`config.mk`:
```
export PLATFORM = sky130hd
export DESIGN_NAME = bch_decoder_top
export DESIGN_NICKNAME = d
export VERILOG_FILES = /design/src/logic/gf_pkg.sv /design/src/logic/bch_stream_pkg.sv /design/src/logic/bch_berlekamp.sv /design/src/logic/bch_chien_correct.sv /design/src/logic/bch_decoder_top.sv /design/src/logic/bch_frame_buffer.sv /design/src/logic/bch_syndrome_count.sv
export VERILOG_INCLUDE_DIRS = /design/src /design/src/logic
export SDC_FILE = /design/constraint.sdc
export NUM_CORES = 1
export LEC_CHECK = 0
export ABC_CLOCK_PERIOD_IN_PS = 20800
export BUFFER_PORTS_ARGS = -buffer_cell sky130_fd_sc_hd__buf_2
export CAP_MARGIN = 40
export CORE_MARGIN = 5
export CORE_UTILIZATION = 55
export CTS_CLUSTER_DIAMETER = 150
export DETAILED_ROUTE_END_ITERATION = 16
export HOLD_SLACK_MARGIN = 0.1
export PLACE_DENSITY_LB_ADDON = 0.2
export SLEW_MARGIN = 20
export SYNTH_ARGS = -nofsm -noshare
export SYNTH_HDL_FRONTEND = slang
export SYNTH_SLANG_ARGS = --single-unit
```
`constraint.sdc`:
```
create_clock -name iclk -period 20.8 [get_ports iclk]
set_clock_uncertainty 0.2 [all_clocks]
set_input_delay 2.08 -clock iclk [delete_from_list [all_inputs] [get_ports iclk]]
set_output_delay 2.08 -clock iclk [all_outputs]
set_load 0.05 [all_outputs]
```
`src/logic/bch_consts.svh`:
```
// code constants for the (15,5) binary BCH decoder, included by packages and RTL
`ifndef BCH_CONSTS_SVH
`define BCH_CONSTS_SVH

//----------------------------------------------------------------------
// code geometry
//----------------------------------------------------------------------

`define BCH_M       4     // bits per field element
`define BCH_N       15    // codeword length, 2^m - 1
`define BCH_K       5     // information bits
`define BCH_T       3     // correctable errors
`define BCH_T2      6     // syndromes S1..S2t

// field polynomial x^4 + x + 1
`define BCH_IRRPOL  19

//----------------------------------------------------------------------
// frame storage
//----------------------------------------------------------------------

`define BCH_BANKS   4     // frames that may sit in the buffer at once

`endif

```
`src/logic/gf_pkg.sv`:
```
// GF(2^m) element type and field arithmetic shared by the decoder blocks
`default_nettype none

`include "bch_consts.svh"

package gf_pkg;

  typedef logic [`BCH_M-1:0] gf_t;                  // one field element
  typedef gf_t [2**`BCH_M-1:0] gf_rom_t;            // alpha^0 .. alpha^(2^m-1)

  //----------------------------------------------------------------------
  // power table, entry i holds alpha^i
  //----------------------------------------------------------------------

  function automatic gf_rom_t gf_alpha_to(input int irrpol);
    gf_rom_t tab;
    logic [`BCH_M:0] acc;
    acc = 1;
    for (int i = 0; i < 2**`BCH_M; i++) begin
      tab[i] = acc[`BCH_M-1:0];
      acc    = acc << 1;                            // times x
      if (acc[`BCH_M])
        acc ^= irrpol[`BCH_M:0];                    // reduce
    end
    return tab;
  endfunction

  // shift and add multiply, msb of b first
  function automatic gf_t gf_mul(input gf_t a, input gf_t b);
    logic [`BCH_M:0] acc;
    gf_t p;
    p = '0;
    for (int i = `BCH_M-1; i >= 0; i--) begin
      acc = {p, 1'b0};
      if (acc[`BCH_M])
        acc ^= (`BCH_M+1)'(`BCH_IRRPOL);
      p = acc[`BCH_M-1:0] ^ (b[i] ? a : '0);
    end
    return p;
  endfunction

  // a^(2^m-2), zero maps to zero
  function automatic gf_t gf_inv(input gf_t a);
    gf_t r;
    r = 1;
    for (int i = 0; i < 2**`BCH_M-2; i++)
      r = gf_mul(r, a);
    return r;
  endfunction

endpackage

`default_nettype wire

```
`src/logic/bch_stream_pkg.sv`:
```
// stream beats, syndrome and locator bundles and FSM states of the BCH decoder
`default_nettype none

`include "bch_consts.svh"

package bch_stream_pkg;

  //----------------------------------------------------------------------
  // stream beats
  //----------------------------------------------------------------------

  typedef struct packed {
    logic sop;
    logic eop;
    logic dat;
  } bit_beat_t;                                     // input and buffer traffic

  typedef struct packed {
    logic sop;
    logic eop;
    logic dat;
    logic fail;                                     // meaningful on eop only
  } out_beat_t;

  typedef logic [$clog2(`BCH_N)-1:0]     addr_t;    // bit index in frame
  typedef logic [$clog2(`BCH_BANKS)-1:0] ptr_t;     // buffer bank

  // S1 at index 1
  typedef gf_pkg::gf_t [`BCH_T2:1] syn_vec_t;

  typedef struct packed {
    logic [1:0]               deg;                  // register length L
    gf_pkg::gf_t [`BCH_T:0]   coef;                 // sigma_0 .. sigma_t
  } locator_t;

  typedef enum logic [1:0] {bm_idle, bm_discrepancy, bm_update} bm_state_e;
  typedef enum logic {chien_idle, chien_search} chien_state_e;

endpackage

`default_nettype wire

```
`src/logic/bch_berlekamp.sv`:
```
// binary Berlekamp-Massey solver, turns six syndromes into the error locator
`timescale 1ns/100ps
`default_nettype none

`include "bch_consts.svh"

module bch_berlekamp (
  input  logic                     iclk,
  input  logic                     ireset,
  input  logic                     iclkena,
  input  logic                     syn_val,
  input  bch_stream_pkg::syn_vec_t syn,
  input  bch_stream_pkg::ptr_t     syn_ptr,
  output logic                     loc_val,
  output bch_stream_pkg::locator_t loc,
  output bch_stream_pkg::ptr_t     loc_ptr
);

  bch_stream_pkg::bm_state_e  state;
  bch_stream_pkg::syn_vec_t   s_reg;                // latched syndromes
  gf_pkg::gf_t [`BCH_T:0]     c;                    // current locator
  gf_pkg::gf_t [`BCH_T:0]     dpoly;                // x^m * B / b, pre-shifted
  gf_pkg::gf_t                d_comb;
  gf_pkg::gf_t                d_reg;                // held discrepancy
  gf_pkg::gf_t                d_inv;
  logic [1:0]                 r;                    // iteration, handles S_{2r+1}
  logic [2:0]                 len;                  // register length L, may pass t
  logic                       grow;

  //----------------------------------------------------------------------
  // discrepancy, sum of c_j * S_{2r+1-j}
  //----------------------------------------------------------------------

  always_comb begin
    int k;
    d_comb = '0;
    for (int j = 0; j <= `BCH_T; j++) begin
      k = 2 * int'(r) + 1 - j;
      if (k >= 1)
        d_comb ^= gf_pkg::gf_mul(c[j], s_reg[k]);
    end
  end

  assign d_inv = gf_pkg::gf_inv(d_reg);
  assign grow  = (d_reg != '0) && (len <= {1'b0, r});   // 2L <= 2r

  //----------------------------------------------------------------------
  // control
  //----------------------------------------------------------------------

  always_ff @(posedge iclk or posedge ireset) begin
    if (ireset) begin
      state   <= bch_stream_pkg::bm_idle;
      loc_val <= 1'b0;
      loc_ptr <= '0;
      r       <= '0;
      len     <= '0;
    end else if (iclkena) begin
      loc_val <= 1'b0;
      case (state)
        bch_stream_pkg::bm_idle : begin
          if (syn_val) begin
            loc_ptr <= syn_ptr;
            r       <= '0;
            len     <= '0;
            state   <= bch_stream_pkg::bm_discrepancy;
          end
        end
        bch_stream_pkg::bm_discrepancy : begin
          state <= bch_stream_pkg::bm_update;
        end
        bch_stream_pkg::bm_update : begin
          if (grow)
            len <= {r, 1'b1} - len;                 // L = 2r + 1 - L
          if (r == 2'(`BCH_T - 1)) begin
            loc_val <= 1'b1;                        // 2t+1 cycles after syn_val
            state   <= bch_stream_pkg::bm_idle;
          end else begin
            r     <= r + 1'b1;
            state <= bch_stream_pkg::bm_discrepancy;
          end
        end
        default : state <= bch_stream_pkg::bm_idle;
      endcase
    end
  end

  //----------------------------------------------------------------------
  // polynomial datapath
  //----------------------------------------------------------------------

  always_ff @(posedge iclk) begin
    if (iclkena) begin
      case (state)
        bch_stream_pkg::bm_idle : begin
          if (syn_val) begin
            s_reg    <= syn;
            c        <= '0;
            c[0]     <= 1;                          // sigma = 1
            dpoly    <= '0;
            dpoly[1] <= 1;                          // x * B, B = 1
          end
        end
        bch_stream_pkg::bm_discrepancy : begin
          d_reg <= d_comb;
        end
        bch_stream_pkg::bm_update : begin
          for (int j = 0; j <= `BCH_T; j++)
            c[j] <= c[j] ^ gf_pkg::gf_mul(d_reg, dpoly[j]);
          // skipped even step folds into the x^2 shift
          dpoly[1:0] <= '0;
          for (int j = 2; j <= `BCH_T; j++)
            dpoly[j] <= grow ? gf_pkg::gf_mul(c[j-2], d_inv) : dpoly[j-2];
        end
        default : ;
      endcase
    end
  end

  //----------------------------------------------------------------------
  // result, L beyond t means uncorrectable
  //----------------------------------------------------------------------

  // zero locator makes every position a root, so Chien always flags it
  always_comb begin
    if (len > 3'(`BCH_T)) begin
      loc.deg  = 2'(`BCH_T);
      loc.coef = '0;
    end else begin
      loc.deg  = len[1:0];
      loc.coef = c;
    end
  end

endmodule

`default_nettype wire

```
`src/logic/bch_chien_correct.sv`:
```
// Chien root search over the buffered frame, flips error bits and streams the word out
`timescale 1ns/100ps
`default_nettype none

`include "bch_consts.svh"

module bch_chien_correct (
  input  logic                      iclk,
  input  logic                      ireset,
  input  logic                      iclkena,
  input  logic                      loc_val,
  input  bch_stream_pkg::locator_t  loc,
  input  bch_stream_pkg::ptr_t      loc_ptr,
  output bch_stream_pkg::ptr_t      rd_ptr,
  output bch_stream_pkg::addr_t     rd_addr,
  input  logic                      rd_dat,
  output logic                      oval,
  output bch_stream_pkg::out_beat_t out_beat
);

  gf_pkg::gf_rom_t              alpha_to;
  bch_stream_pkg::chien_state_e state;
  gf_pkg::gf_t [`BCH_T:0]       term;               // sigma_j * alpha^(j*step)
  gf_pkg::gf_t                  sum;
  logic                         root;
  logic [1:0]                   deg_reg;
  logic [3:0]                   root_cnt;           // up to n roots
  logic                         last;
  logic                         start;

  // holding slot for a locator that lands mid search
  logic                         pend;
  bch_stream_pkg::locator_t     pend_loc;
  bch_stream_pkg::ptr_t         pend_ptr;
  bch_stream_pkg::locator_t     sel_loc;
  bch_stream_pkg::ptr_t         sel_ptr;

  // read stage, aligned with rd_dat
  logic s1_val, s1_sop, s1_eop, s1_root, s1_fail;

  assign alpha_to = gf_pkg::gf_alpha_to(`BCH_IRRPOL);

  //----------------------------------------------------------------------
  // evaluation, position p = 14 - rd_addr tests sigma(alpha^-p)
  //----------------------------------------------------------------------

  always_comb begin
    sum = '0;
    for (int j = 0; j <= `BCH_T; j++)
      sum ^= term[j];
  end

  assign root    = (sum == '0);
  assign last    = (state == bch_stream_pkg::chien_search) &&
                   (rd_addr == 4'(`BCH_N - 1));
  assign sel_loc = pend ? pend_loc : loc;
  assign sel_ptr = pend ? pend_ptr : loc_ptr;
  // load when idle or on the final step, so frames run back to back
  assign start   = ((state == bch_stream_pkg::chien_idle) || last) && (pend || loc_val);

  //----------------------------------------------------------------------
  // control
  //----------------------------------------------------------------------

  always_ff @(posedge iclk or posedge ireset) begin
    if (ireset) begin
      state   <= bch_stream_pkg::chien_idle;
      pend    <= 1'b0;
      rd_ptr  <= '0;
      rd_addr <= '0;
      s1_val  <= 1'b0;
      oval    <= 1'b0;
    end else if (iclkena) begin
      pend <= start ? (pend & loc_val) : (pend | loc_val);
      if (start) begin
        state   <= bch_stream_pkg::chien_search;
        rd_ptr  <= sel_ptr;
        rd_addr <= '0;
      end else if (last) begin
        state <= bch_stream_pkg::chien_idle;
      end else if (state == bch_stream_pkg::chien_search) begin
        rd_addr <= rd_addr + 1'b1;
      end
      s1_val <= (state == bch_stream_pkg::chien_search);
      oval   <= s1_val;
    end
  end

  //----------------------------------------------------------------------
  // terms, root count, output beat
  //----------------------------------------------------------------------

  always_ff @(posedge iclk) begin
    if (iclkena) begin
      if (loc_val) begin
        pend_loc <= loc;
        pend_ptr <= loc_ptr;
      end
      if (start) begin
        for (int j = 0; j <= `BCH_T; j++)
          term[j] <= gf_pkg::gf_mul(sel_loc.coef[j], alpha_to[j]);
        deg_reg  <= sel_loc.deg;
        root_cnt <= '0;
      end else if (state == bch_stream_pkg::chien_search) begin
        for (int j = 0; j <= `BCH_T; j++)
          term[j] <= gf_pkg::gf_mul(term[j], alpha_to[j]);   // next position
        root_cnt <= root_cnt + root;
      end
      s1_sop  <= (rd_addr == '0);
      s1_eop  <= last;
      s1_root <= root;
      s1_fail <= ((root_cnt + root) != {2'b00, deg_reg});    // roots vs L
      out_beat.sop  <= s1_val & s1_sop;
      out_beat.eop  <= s1_val & s1_eop;
      out_beat.dat  <= rd_dat ^ s1_root;            // flip at error position
      out_beat.fail <= s1_val & s1_eop & s1_fail;
    end
  end

endmodule

`default_nettype wire

```
`src/logic/bch_decoder_top.sv`:
```
// top of the (15,5) BCH decoder, wires syndrome, buffer, BM and Chien stages together
`timescale 1ns/100ps
`default_nettype none

module bch_decoder_top (
  input  logic                      iclk,
  input  logic                      ireset,
  input  logic                      iclkena,
  input  logic                      ival,
  input  bch_stream_pkg::bit_beat_t in_beat,
  output logic                      oval,
  output bch_stream_pkg::out_beat_t out_beat
);

  //----------------------------------------------------------------------
  // stage links
  //----------------------------------------------------------------------

  logic                     wr_en;
  bch_stream_pkg::ptr_t     wr_ptr;
  bch_stream_pkg::addr_t    wr_addr;
  logic                     wr_dat;
  logic                     syn_val;
  bch_stream_pkg::ptr_t     syn_ptr;
  bch_stream_pkg::syn_vec_t syn;
  logic                     loc_val;
  bch_stream_pkg::locator_t loc;
  bch_stream_pkg::ptr_t     loc_ptr;
  bch_stream_pkg::ptr_t     rd_ptr;
  bch_stream_pkg::addr_t    rd_addr;
  logic                     rd_dat;

  bch_syndrome_count syndrome0 (
    .iclk    (iclk),
    .ireset  (ireset),
    .iclkena (iclkena),
    .ival    (ival),
    .in_beat (in_beat),
    .wr_en   (wr_en),
    .wr_ptr  (wr_ptr),
    .wr_addr (wr_addr),
    .wr_dat  (wr_dat),
    .syn_val (syn_val),
    .syn_ptr (syn_ptr),
    .syn     (syn)
  );

  bch_frame_buffer buffer0 (
    .iclk    (iclk),
    .iclkena (iclkena),
    .wr_en   (wr_en),
    .wr_ptr  (wr_ptr),
    .wr_addr (wr_addr),
    .wr_dat  (wr_dat),
    .rd_ptr  (rd_ptr),
    .rd_addr (rd_addr),
    .rd_dat  (rd_dat)
  );

  bch_berlekamp berlekamp0 (
    .iclk    (iclk),
    .ireset  (ireset),
    .iclkena (iclkena),
    .syn_val (syn_val),
    .syn     (syn),
    .syn_ptr (syn_ptr),
    .loc_val (loc_val),
    .loc     (loc),
    .loc_ptr (loc_ptr)
  );

  bch_chien_correct chien0 (
    .iclk     (iclk),
    .ireset   (ireset),
    .iclkena  (iclkena),
    .loc_val  (loc_val),
    .loc      (loc),
    .loc_ptr  (loc_ptr),
    .rd_ptr   (rd_ptr),
    .rd_addr  (rd_addr),
    .rd_dat   (rd_dat),
    .oval     (oval),
    .out_beat (out_beat)
  );

endmodule

`default_nettype wire

```
`src/logic/bch_frame_buffer.sv`:
```
// banked bit RAM that keeps received frames until the Chien stage reads them back
`timescale 1ns/100ps
`default_nettype none

`include "bch_consts.svh"

module bch_frame_buffer (
  input  logic                  iclk,
  input  logic                  iclkena,
  input  logic                  wr_en,
  input  bch_stream_pkg::ptr_t  wr_ptr,
  input  bch_stream_pkg::addr_t wr_addr,
  input  logic                  wr_dat,
  input  bch_stream_pkg::ptr_t  rd_ptr,
  input  bch_stream_pkg::addr_t rd_addr,
  output logic                  rd_dat
);

  // one frame per bank, bit index = arrival order
  logic [`BCH_N-1:0] mem [`BCH_BANKS];

  //----------------------------------------------------------------------
  // write port
  //----------------------------------------------------------------------

  always_ff @(posedge iclk) begin
    if (iclkena && wr_en)
      mem[wr_ptr][wr_addr] <= wr_dat;
  end

  //----------------------------------------------------------------------
  // read port, one enabled cycle latency
  //----------------------------------------------------------------------

  always_ff @(posedge iclk) begin
    if (iclkena)
      rd_dat <= mem[rd_ptr][rd_addr];
  end

endmodule

`default_nettype wire

```
`src/logic/bch_syndrome_count.sv`:
```
// Horner syndrome accumulation with frame buffer write side, first stage of the decoder
`timescale 1ns/100ps
`default_nettype none

`include "bch_consts.svh"

module bch_syndrome_count (
  input  logic                    iclk,
  input  logic                    ireset,
  input  logic                    iclkena,
  input  logic                    ival,
  input  bch_stream_pkg::bit_beat_t in_beat,
  output logic                    wr_en,
  output bch_stream_pkg::ptr_t    wr_ptr,
  output bch_stream_pkg::addr_t   wr_addr,
  output logic                    wr_dat,
  output logic                    syn_val,
  output bch_stream_pkg::ptr_t    syn_ptr,
  output bch_stream_pkg::syn_vec_t syn
);

  gf_pkg::gf_rom_t          alpha_to;
  bch_stream_pkg::syn_vec_t acc;                    // running sums
  bch_stream_pkg::syn_vec_t syn_next;

  assign alpha_to = gf_pkg::gf_alpha_to(`BCH_IRRPOL);

  //----------------------------------------------------------------------
  // S_i = S_i * alpha^i + bit, msb first
  //----------------------------------------------------------------------

  always_comb begin
    for (int i = 1; i <= `BCH_T2; i++) begin
      syn_next[i] = {{(`BCH_M-1){1'b0}}, in_beat.dat};
      if (!in_beat.sop)                             // sop restarts the sum
        syn_next[i] ^= gf_pkg::gf_mul(acc[i], alpha_to[i]);
    end
  end

  always_ff @(posedge iclk) begin
    if (iclkena && ival) begin
      acc <= syn_next;
      if (in_beat.eop)
        syn <= syn_next;                            // held until next eop
    end
  end

  always_ff @(posedge iclk or posedge ireset) begin
    if (ireset) begin
      syn_val <= 1'b0;
    end else if (iclkena) begin
      syn_val <= ival & in_beat.eop;                // one beat after last bit
    end
  end

  //----------------------------------------------------------------------
  // buffer write side
  //----------------------------------------------------------------------

  always_ff @(posedge iclk or posedge ireset) begin
    if (ireset) begin
      wr_en   <= 1'b0;
      wr_ptr  <= '0;
      wr_addr <= '0;
    end else if (iclkena) begin
      wr_en <= ival;
      if (ival) begin
        wr_addr <= in_beat.sop ? '0 : wr_addr + 1'b1;
        wr_ptr  <= wr_ptr + in_beat.sop;            // new bank per frame
      end
    end
  end

  always_ff @(posedge iclk) begin
    if (iclkena && ival)
      wr_dat <= in_beat.dat;
  end

  // last bit is still being written when syn_val shows up
  assign syn_ptr = wr_ptr;

endmodule

`default_nettype wire

```
* After elaboration in Yosys (flattened, before gate mapping)
Memories as Yosys holds them, arrays and structs flattened. Cells that the tools add are included.
Storage, ports and cells: register bits after elaboration 188, bits in writable memories 60, output and inout port bits 5, word-level logic and storage cells 682, memories 1
Operators by class: $add $sub $neg 10, magnitude comparators 13, equality and inequality tests 9, multiplexer cells 347, bitwise operators 210, reductions and logical operators 28
Memory list:
- buffer0.mem | depth 4, bits a word 15, read ports 1, clocked after Yosys merged registers in 0, write ports 1, line bch_frame_buffer.sv:20 | logic [`BCH_N-1:0] mem [`BCH_BANKS];
Operator list (count):
- $mux 4 | 209
- $xor 4x4->4 | 92
- $mux 2 | 105
- $not 2->2 | 101
- $ge 32x2->1 const B | 4
- $lt 32x5->1 const B | 4
- $mux 16 | 4
- $pmux 16 s2 | 2
- $sub 32x3->32 const B | 2
- $bmux 4 s3 | 4
- $mux 18 | 2
- $sub 32x2->32 const B | 1
- $xor 1x4->4 | 6
- $reduce_and 2->1 | 8
- $mux 15 | 1
- $mux 1 | 13
- $lt 4x5->1 const B | 2
- $reduce_and 3->1 | 3
- $add 4x1->4 const B | 2
- $logic_not 4->1 | 2
- $reduce_and 4->1 | 2
- $xor 4x1->4 | 2
- $logic_and 1x1->1 | 6
- $mux 3 | 2
- other kinds (28) | 38

* Logic depth before layout (Yosys ltp)
word-level depth 158, gate-level depth with buffers 51, mapped depth without buffers 40

* Hierarchy
Synthesis repeated with hierarchy kept, for this count alone.
Second synthesis, totals: cells, all modules 1758, area, all modules 17962.2 µm²
Modules (own cells, without submodules):
- bch_berlekamp | times used 1, cells each 1230, area each 10098.4 µm², sequential area each 1721.7 µm²
- bch_chien_correct | times used 1, cells each 198, area each 2884.0 µm², sequential area each 1751.7 µm²
- bch_frame_buffer | times used 1, cells each 192, area each 2762.6 µm², sequential area each 1831.8 µm²
- bch_syndrome_count | times used 1, cells each 138, area each 2217.1 µm², sequential area each 1671.6 µm²

* Worst setup path after synthesis
Ideal clock, no wire load.
path kind register -> register, from register berlekamp0.d_reg[3], to register berlekamp0.dpoly[12] (netlist bit), data pin, arrival 12648 ps, data required time 20317 ps, slack 7669 ps, cell stages (with the launch flop) 49, clock period less this slack 13131 ps, cells stage by stage edfxtp_1 buf_2 inv_1 clkbuf_1 buf_1 clkbuf_1 clkbuf_1 ha_1 clkbuf_1 nand2_1 a211o_1 a211o_1 and4_1 or3b_1 buf_2 a221o_1 and4_1 o21ai_1 [... 13 more ...] xnor2_2 nand2_1 xnor3_1 xnor2_1 nand2_1 xor3_2 a21oi_1 nor3_1 xnor3_2 xnor3_1 nand2_1 xor3_1 and3_1 buf_4 nor3_2 xnor3_1 xnor2_1 a21oi_1
On the way: longest elaborated chain between the ends 99, elaborated cells on any way between the ends 193, classes of those cells 106 x mux; 85 x bitwise; 2 x reduce/logical
Ends and longest elaborated chain:
- from (decl) | line bch_berlekamp.sv:24 | gf_pkg::gf_t d_reg;
- from (signal assigned) | line bch_berlekamp.sv:105 | d_reg <= d_comb;
- $mux 1 | line gf_pkg.sv:37 | p = acc[`BCH_M-1:0] ^ (b[i] ? a : '0);
- $not 2->2 (no source line)
- $mux 2 | line gf_pkg.sv:35 | if (acc[`BCH_M])
- $xor 2x1->2 | line gf_pkg.sv:37
- $xor 4x1->4 (2 in series) | line gf_pkg.sv:37
- $mux 4 | line gf_pkg.sv:37
- $mux 2 | line gf_pkg.sv:35
- $xor 4x4->4 | line gf_pkg.sv:37
- [... 82 more ...]
- $mux 4 | line bch_berlekamp.sv:93 | if (iclkena) begin
- $xor 4x4->4 | line gf_pkg.sv:37
- $mux 2 | line gf_pkg.sv:35
- $mux 4 | line bch_berlekamp.sv:94 | case (state)
- $mux 4 | line bch_berlekamp.sv:93
- $xor 4x4->4 | line gf_pkg.sv:37
- $mux 4 * | line bch_berlekamp.sv:113 | dpoly[j] <= grow ? gf_pkg::gf_mul(c[j-2], d_inv) : dpoly[j-2];
- $pmux 16 s2 * | line bch_berlekamp.sv:94
- to (signal, indexed assignment) | line bch_berlekamp.sv:113
- to (decl) | line bch_berlekamp.sv:22 | gf_pkg::gf_t [`BCH_T:0] dpoly;
Mark *: on every way between the ends. The rest lies on a longest branch, timed or not. The select of a mux whose other input is x is not followed. A chain may end at the register's enable or synchronous reset.

* Worst setup path in the final report
from register berlekamp0.d_reg[3], to register berlekamp0.dpoly[15] (netlist bit), data pin
On the way: longest elaborated chain between the ends 100, elaborated cells on any way between the ends 194, classes of those cells 106 x mux; 86 x bitwise; 2 x reduce/logical
Ends and longest elaborated chain (line):
- $mux 1 | gf_pkg.sv:37
- $not 2->2 (no source line)
- $mux 2 | gf_pkg.sv:35
- $xor 2x1->2 | gf_pkg.sv:37
- $xor 4x1->4 (2 in series) | gf_pkg.sv:37
- $mux 4 | gf_pkg.sv:37
- $mux 2 | gf_pkg.sv:35
- $xor 4x4->4 | gf_pkg.sv:37
- [... 83 more ...]
- $mux 4 | bch_berlekamp.sv:94
- $mux 4 | bch_berlekamp.sv:93
- $xor 4x4->4 | gf_pkg.sv:37
- $mux 4 | bch_berlekamp.sv:94
- $mux 4 | bch_berlekamp.sv:93
- $xor 4x4->4 | gf_pkg.sv:37
- $mux 4 * | bch_berlekamp.sv:113
- $pmux 16 s2 * | bch_berlekamp.sv:94
Marks and branches as above.

==> impl_metrics.env <==
export IMPL_outcome="finished, final reports clean"
export IMPL_drc=0
export IMPL_met3RoutedLength_um=2350
export IMPL_maxSlewHeadroom=0.419
export IMPL_layout_drive_gt1_share=0.106
export IMPL_viasPerCell=6.03
export IMPL_grt_max_degree=61
export IMPL_detail_route_antenna_nets=0
export IMPL_yosysWarnings=0
export IMPL_met1_length_um=18200
export IMPL_fin_setup_tns_ps=0
export IMPL_die_area_um2=34800
export IMPL_num_vias=12400
export IMPL_final_common_cell="nand2_1"
export IMPL_fmax_ghz=0.0707
export IMPL_drv_slew=0
export IMPL_fillers=2487
export IMPL_firstDrtPassIters=5
export IMPL_wl_per_cell_um=18.6
export IMPL_regMostFlops="buffer0.mem"
export IMPL_insertion_delay_ps=540
export IMPL_wl_um=38400
export IMPL_stdcell_area_um2=18400
export IMPL_dpl_cell_area_um2=17500
export IMPL_root_buffer="clkbuf_16"
export IMPL_arrival_ps=14200
export IMPL_track_usage=0.214
export IMPL_htreeDepth=1
export IMPL_cp_max_fo=42
export IMPL_ys_seq_area_frac=0.396
export IMPL_criticalPathCategory="flip-flop to flip-flop"
export IMPL_post_cts_resized=0
export IMPL_hold_buffers=0
export IMPL_cp_end_kind="flip-flop"
export IMPL_synthesis_area_um2=17100
export IMPL_die_y_um=187
export IMPL_drtIter0Drc=997
export IMPL_dp_cells=2015
export IMPL_num_antenna_cells=0
export IMPL_crit_slowest_cell="nor3_1"
export IMPL_worst_pin_slew_ps=847
export IMPL_wl_met2_um=17100
export IMPL_maxCapViolations=0
export IMPL_cts_buffers=24
export IMPL_synth_cell_type_count=107
export IMPL_setup_viol=0
export IMPL_worst_setup_path_start_kind="flip-flop"
export IMPL_dp_slack_ps=7000
export IMPL_synthesis_nets=1719
export IMPL_topRoutingLayerUsed="met4"
export IMPL_io_pins=12
export IMPL_period_minus_slack_ps=14140
export IMPL_synthCells=1684
export IMPL_fp_coreArea_um2=30700
export IMPL_dp_hpwl_um=26500
export IMPL_finalCritPeriodShare=0.680
export IMPL_area_growth_syn_to_layout_pct=7.06
export IMPL_post_cts_buffers=0
export IMPL_final_nets=1680
export IMPL_crit_required_ps=20860
export IMPL_cts_path_max_buffers=3
export IMPL_port_buffers=11
export IMPL_async_reset_ff_frac=0.121
export IMPL_hold_path_class="flip-flop to flip-flop"
export IMPL_largest_register_ffs=60
export IMPL_final_cells=2058
export IMPL_clock_sinks=231
export IMPL_grt_pass1_wl_um=63100
export IMPL_clk_pin_slew_ps=70
export IMPL_die_width_um=187
export IMPL_overflow=0
export IMPL_hold_violations=0
export IMPL_yosys_most_used_dff="edfxtp_1"
export IMPL_setup_slack_ps=6660
export IMPL_fp_row_count=64
export IMPL_avgSynthCellArea_um2=10.2
export IMPL_synth_seq_cells=231
export IMPL_rsz0062_at_grt="no"
export IMPL_cts_tree="built"
export IMPL_max_stage_delay_ps=730
export IMPL_gp_congestion=0.888
export IMPL_grt_pass1_vias=12200
export IMPL_most_common_layout_cells="nand2_1 (214), edfxtp_1 (203), xnor2_1 (186), nor2_1 (179), o21ai_0 (70)"
export IMPL_synth_edf_count=203
export IMPL_floorplan_initialDensity=0.559
export IMPL_antenna_found_initial=0
-- critical path, delay by kind of cell (launching register included) --
kind	cells	cell delay, ps
compound gates	13	3500
xor+xnor	16	5740
flops	1	320
buf+inv	2	800
fa+ha+maj	1	530
simple gates	8	2550
mux	1	160
-- cells in the mapped netlist (all sizes together), types with 7 or more instances --
cell     count  area share
nand2      215       0.047
edfxtp     203        0.36
xnor2      199        0.11
nor2       180       0.040
o21ai       82       0.025
xor2        67       0.039
clkbuf      66       0.014
a21oi       49       0.015
mux2i       49       0.029
nand3       40       0.012
nor3        39       0.013
buf         33      0.0093
inv         30      0.0066
dfrtp       28       0.041
ha          28       0.020
xnor3       26       0.035
a211oi      22       0.010
o211ai      22      0.0096
mux4        19       0.025
and3        16      0.0058
nor2b       16      0.0058
and2        15      0.0055
mux2        15      0.0099
or3         14      0.0051
nand4       13      0.0047
a211o       12      0.0061
o22ai       12      0.0044
nand2b      11      0.0040
xor3        11       0.015
nor4         9      0.0045
a21o         8      0.0035
a22oi        8      0.0038
o2111ai      8      0.0041
o31ai        8      0.0038
or2          7      0.0026
-- final timing paths --
kind                            depth (start not counted)  slack (ps)                          start                            endpoint
worst max-delay path                                   41        6660  berlekamp0.d_reg[3]$_DFFE_PP_  berlekamp0.dpoly[15]$_SDFFCE_PP0P_
worst min-delay path                                    0         210     syndrome0.syn[7]$_DFFE_PP_       berlekamp0.s_reg[7]$_DFFE_PP_
max in group asynchronous                               2       18560                         ireset         berlekamp0.r[1]$_DFFE_PP0P_
worst min register to register                          0         210     syndrome0.syn[7]$_DFFE_PP_       berlekamp0.s_reg[7]$_DFFE_PP_
min in group asynchronous                               2        1420                         ireset             chien0.oval$_DFFE_PP0P_
worst max register to register                         41        6660  berlekamp0.d_reg[3]$_DFFE_PP_  berlekamp0.dpoly[15]$_SDFFCE_PP0P_
-- routing by layer --
| metal | global-route usage | up-vias |
|---|---|---|
| met5 | 0 | - |
| met4 | 0.0446 | 0 |
| met3 | 0.0299 | 55 |
| met2 | 0.335 | 357 |
| met1 | 0.320 | 5994 |
| li1 | - | 6004 |
-- through the flow --
step                      hold WS (ps)   util
after floorplan                    200      -
after global placement             203  0.568
after detailed placement           205  0.571
after CTS                          216  0.598
after global routing               226  0.598
final                              213  0.598
-- cells by family (layout without fill, tap and decap cells) --
kind of cell / count (synthesis) / after routing / share of synthesized area
compound gates: 306 / 306 / 0.127
fa+ha+maj: 28 / 28 / 0.0204
flops: 231 / 231 / 0.396
simple gates: 602 / 602 / 0.163
buf+inv: 131 / 109 / 0.0307
mux: 83 / 83 / 0.0641
xor+xnor: 303 / 303 / 0.198
-- cell type report --
| class | count | area (um^2) | share of cell area |
|---|---|---|---|
| Multi-Input combinational cell | 1322 | 9820 | 0.535 |
| Inverter | 32 | 120 | 0.00655 |
| Timing Repair Buffer | 34 | 278 | 0.0151 |
| Sequential cell | 231 | 6800 | 0.370 |
| Clock inverter | 15 | 191 | 0.0104 |
| Tap cell | 396 | 495 | 0.0270 |
| Clock buffer | 28 | 646 | 0.0352 |
Power is not shown: default switching activity piles up to over one toggle a cycle in this logic, so the estimate is an artifact.
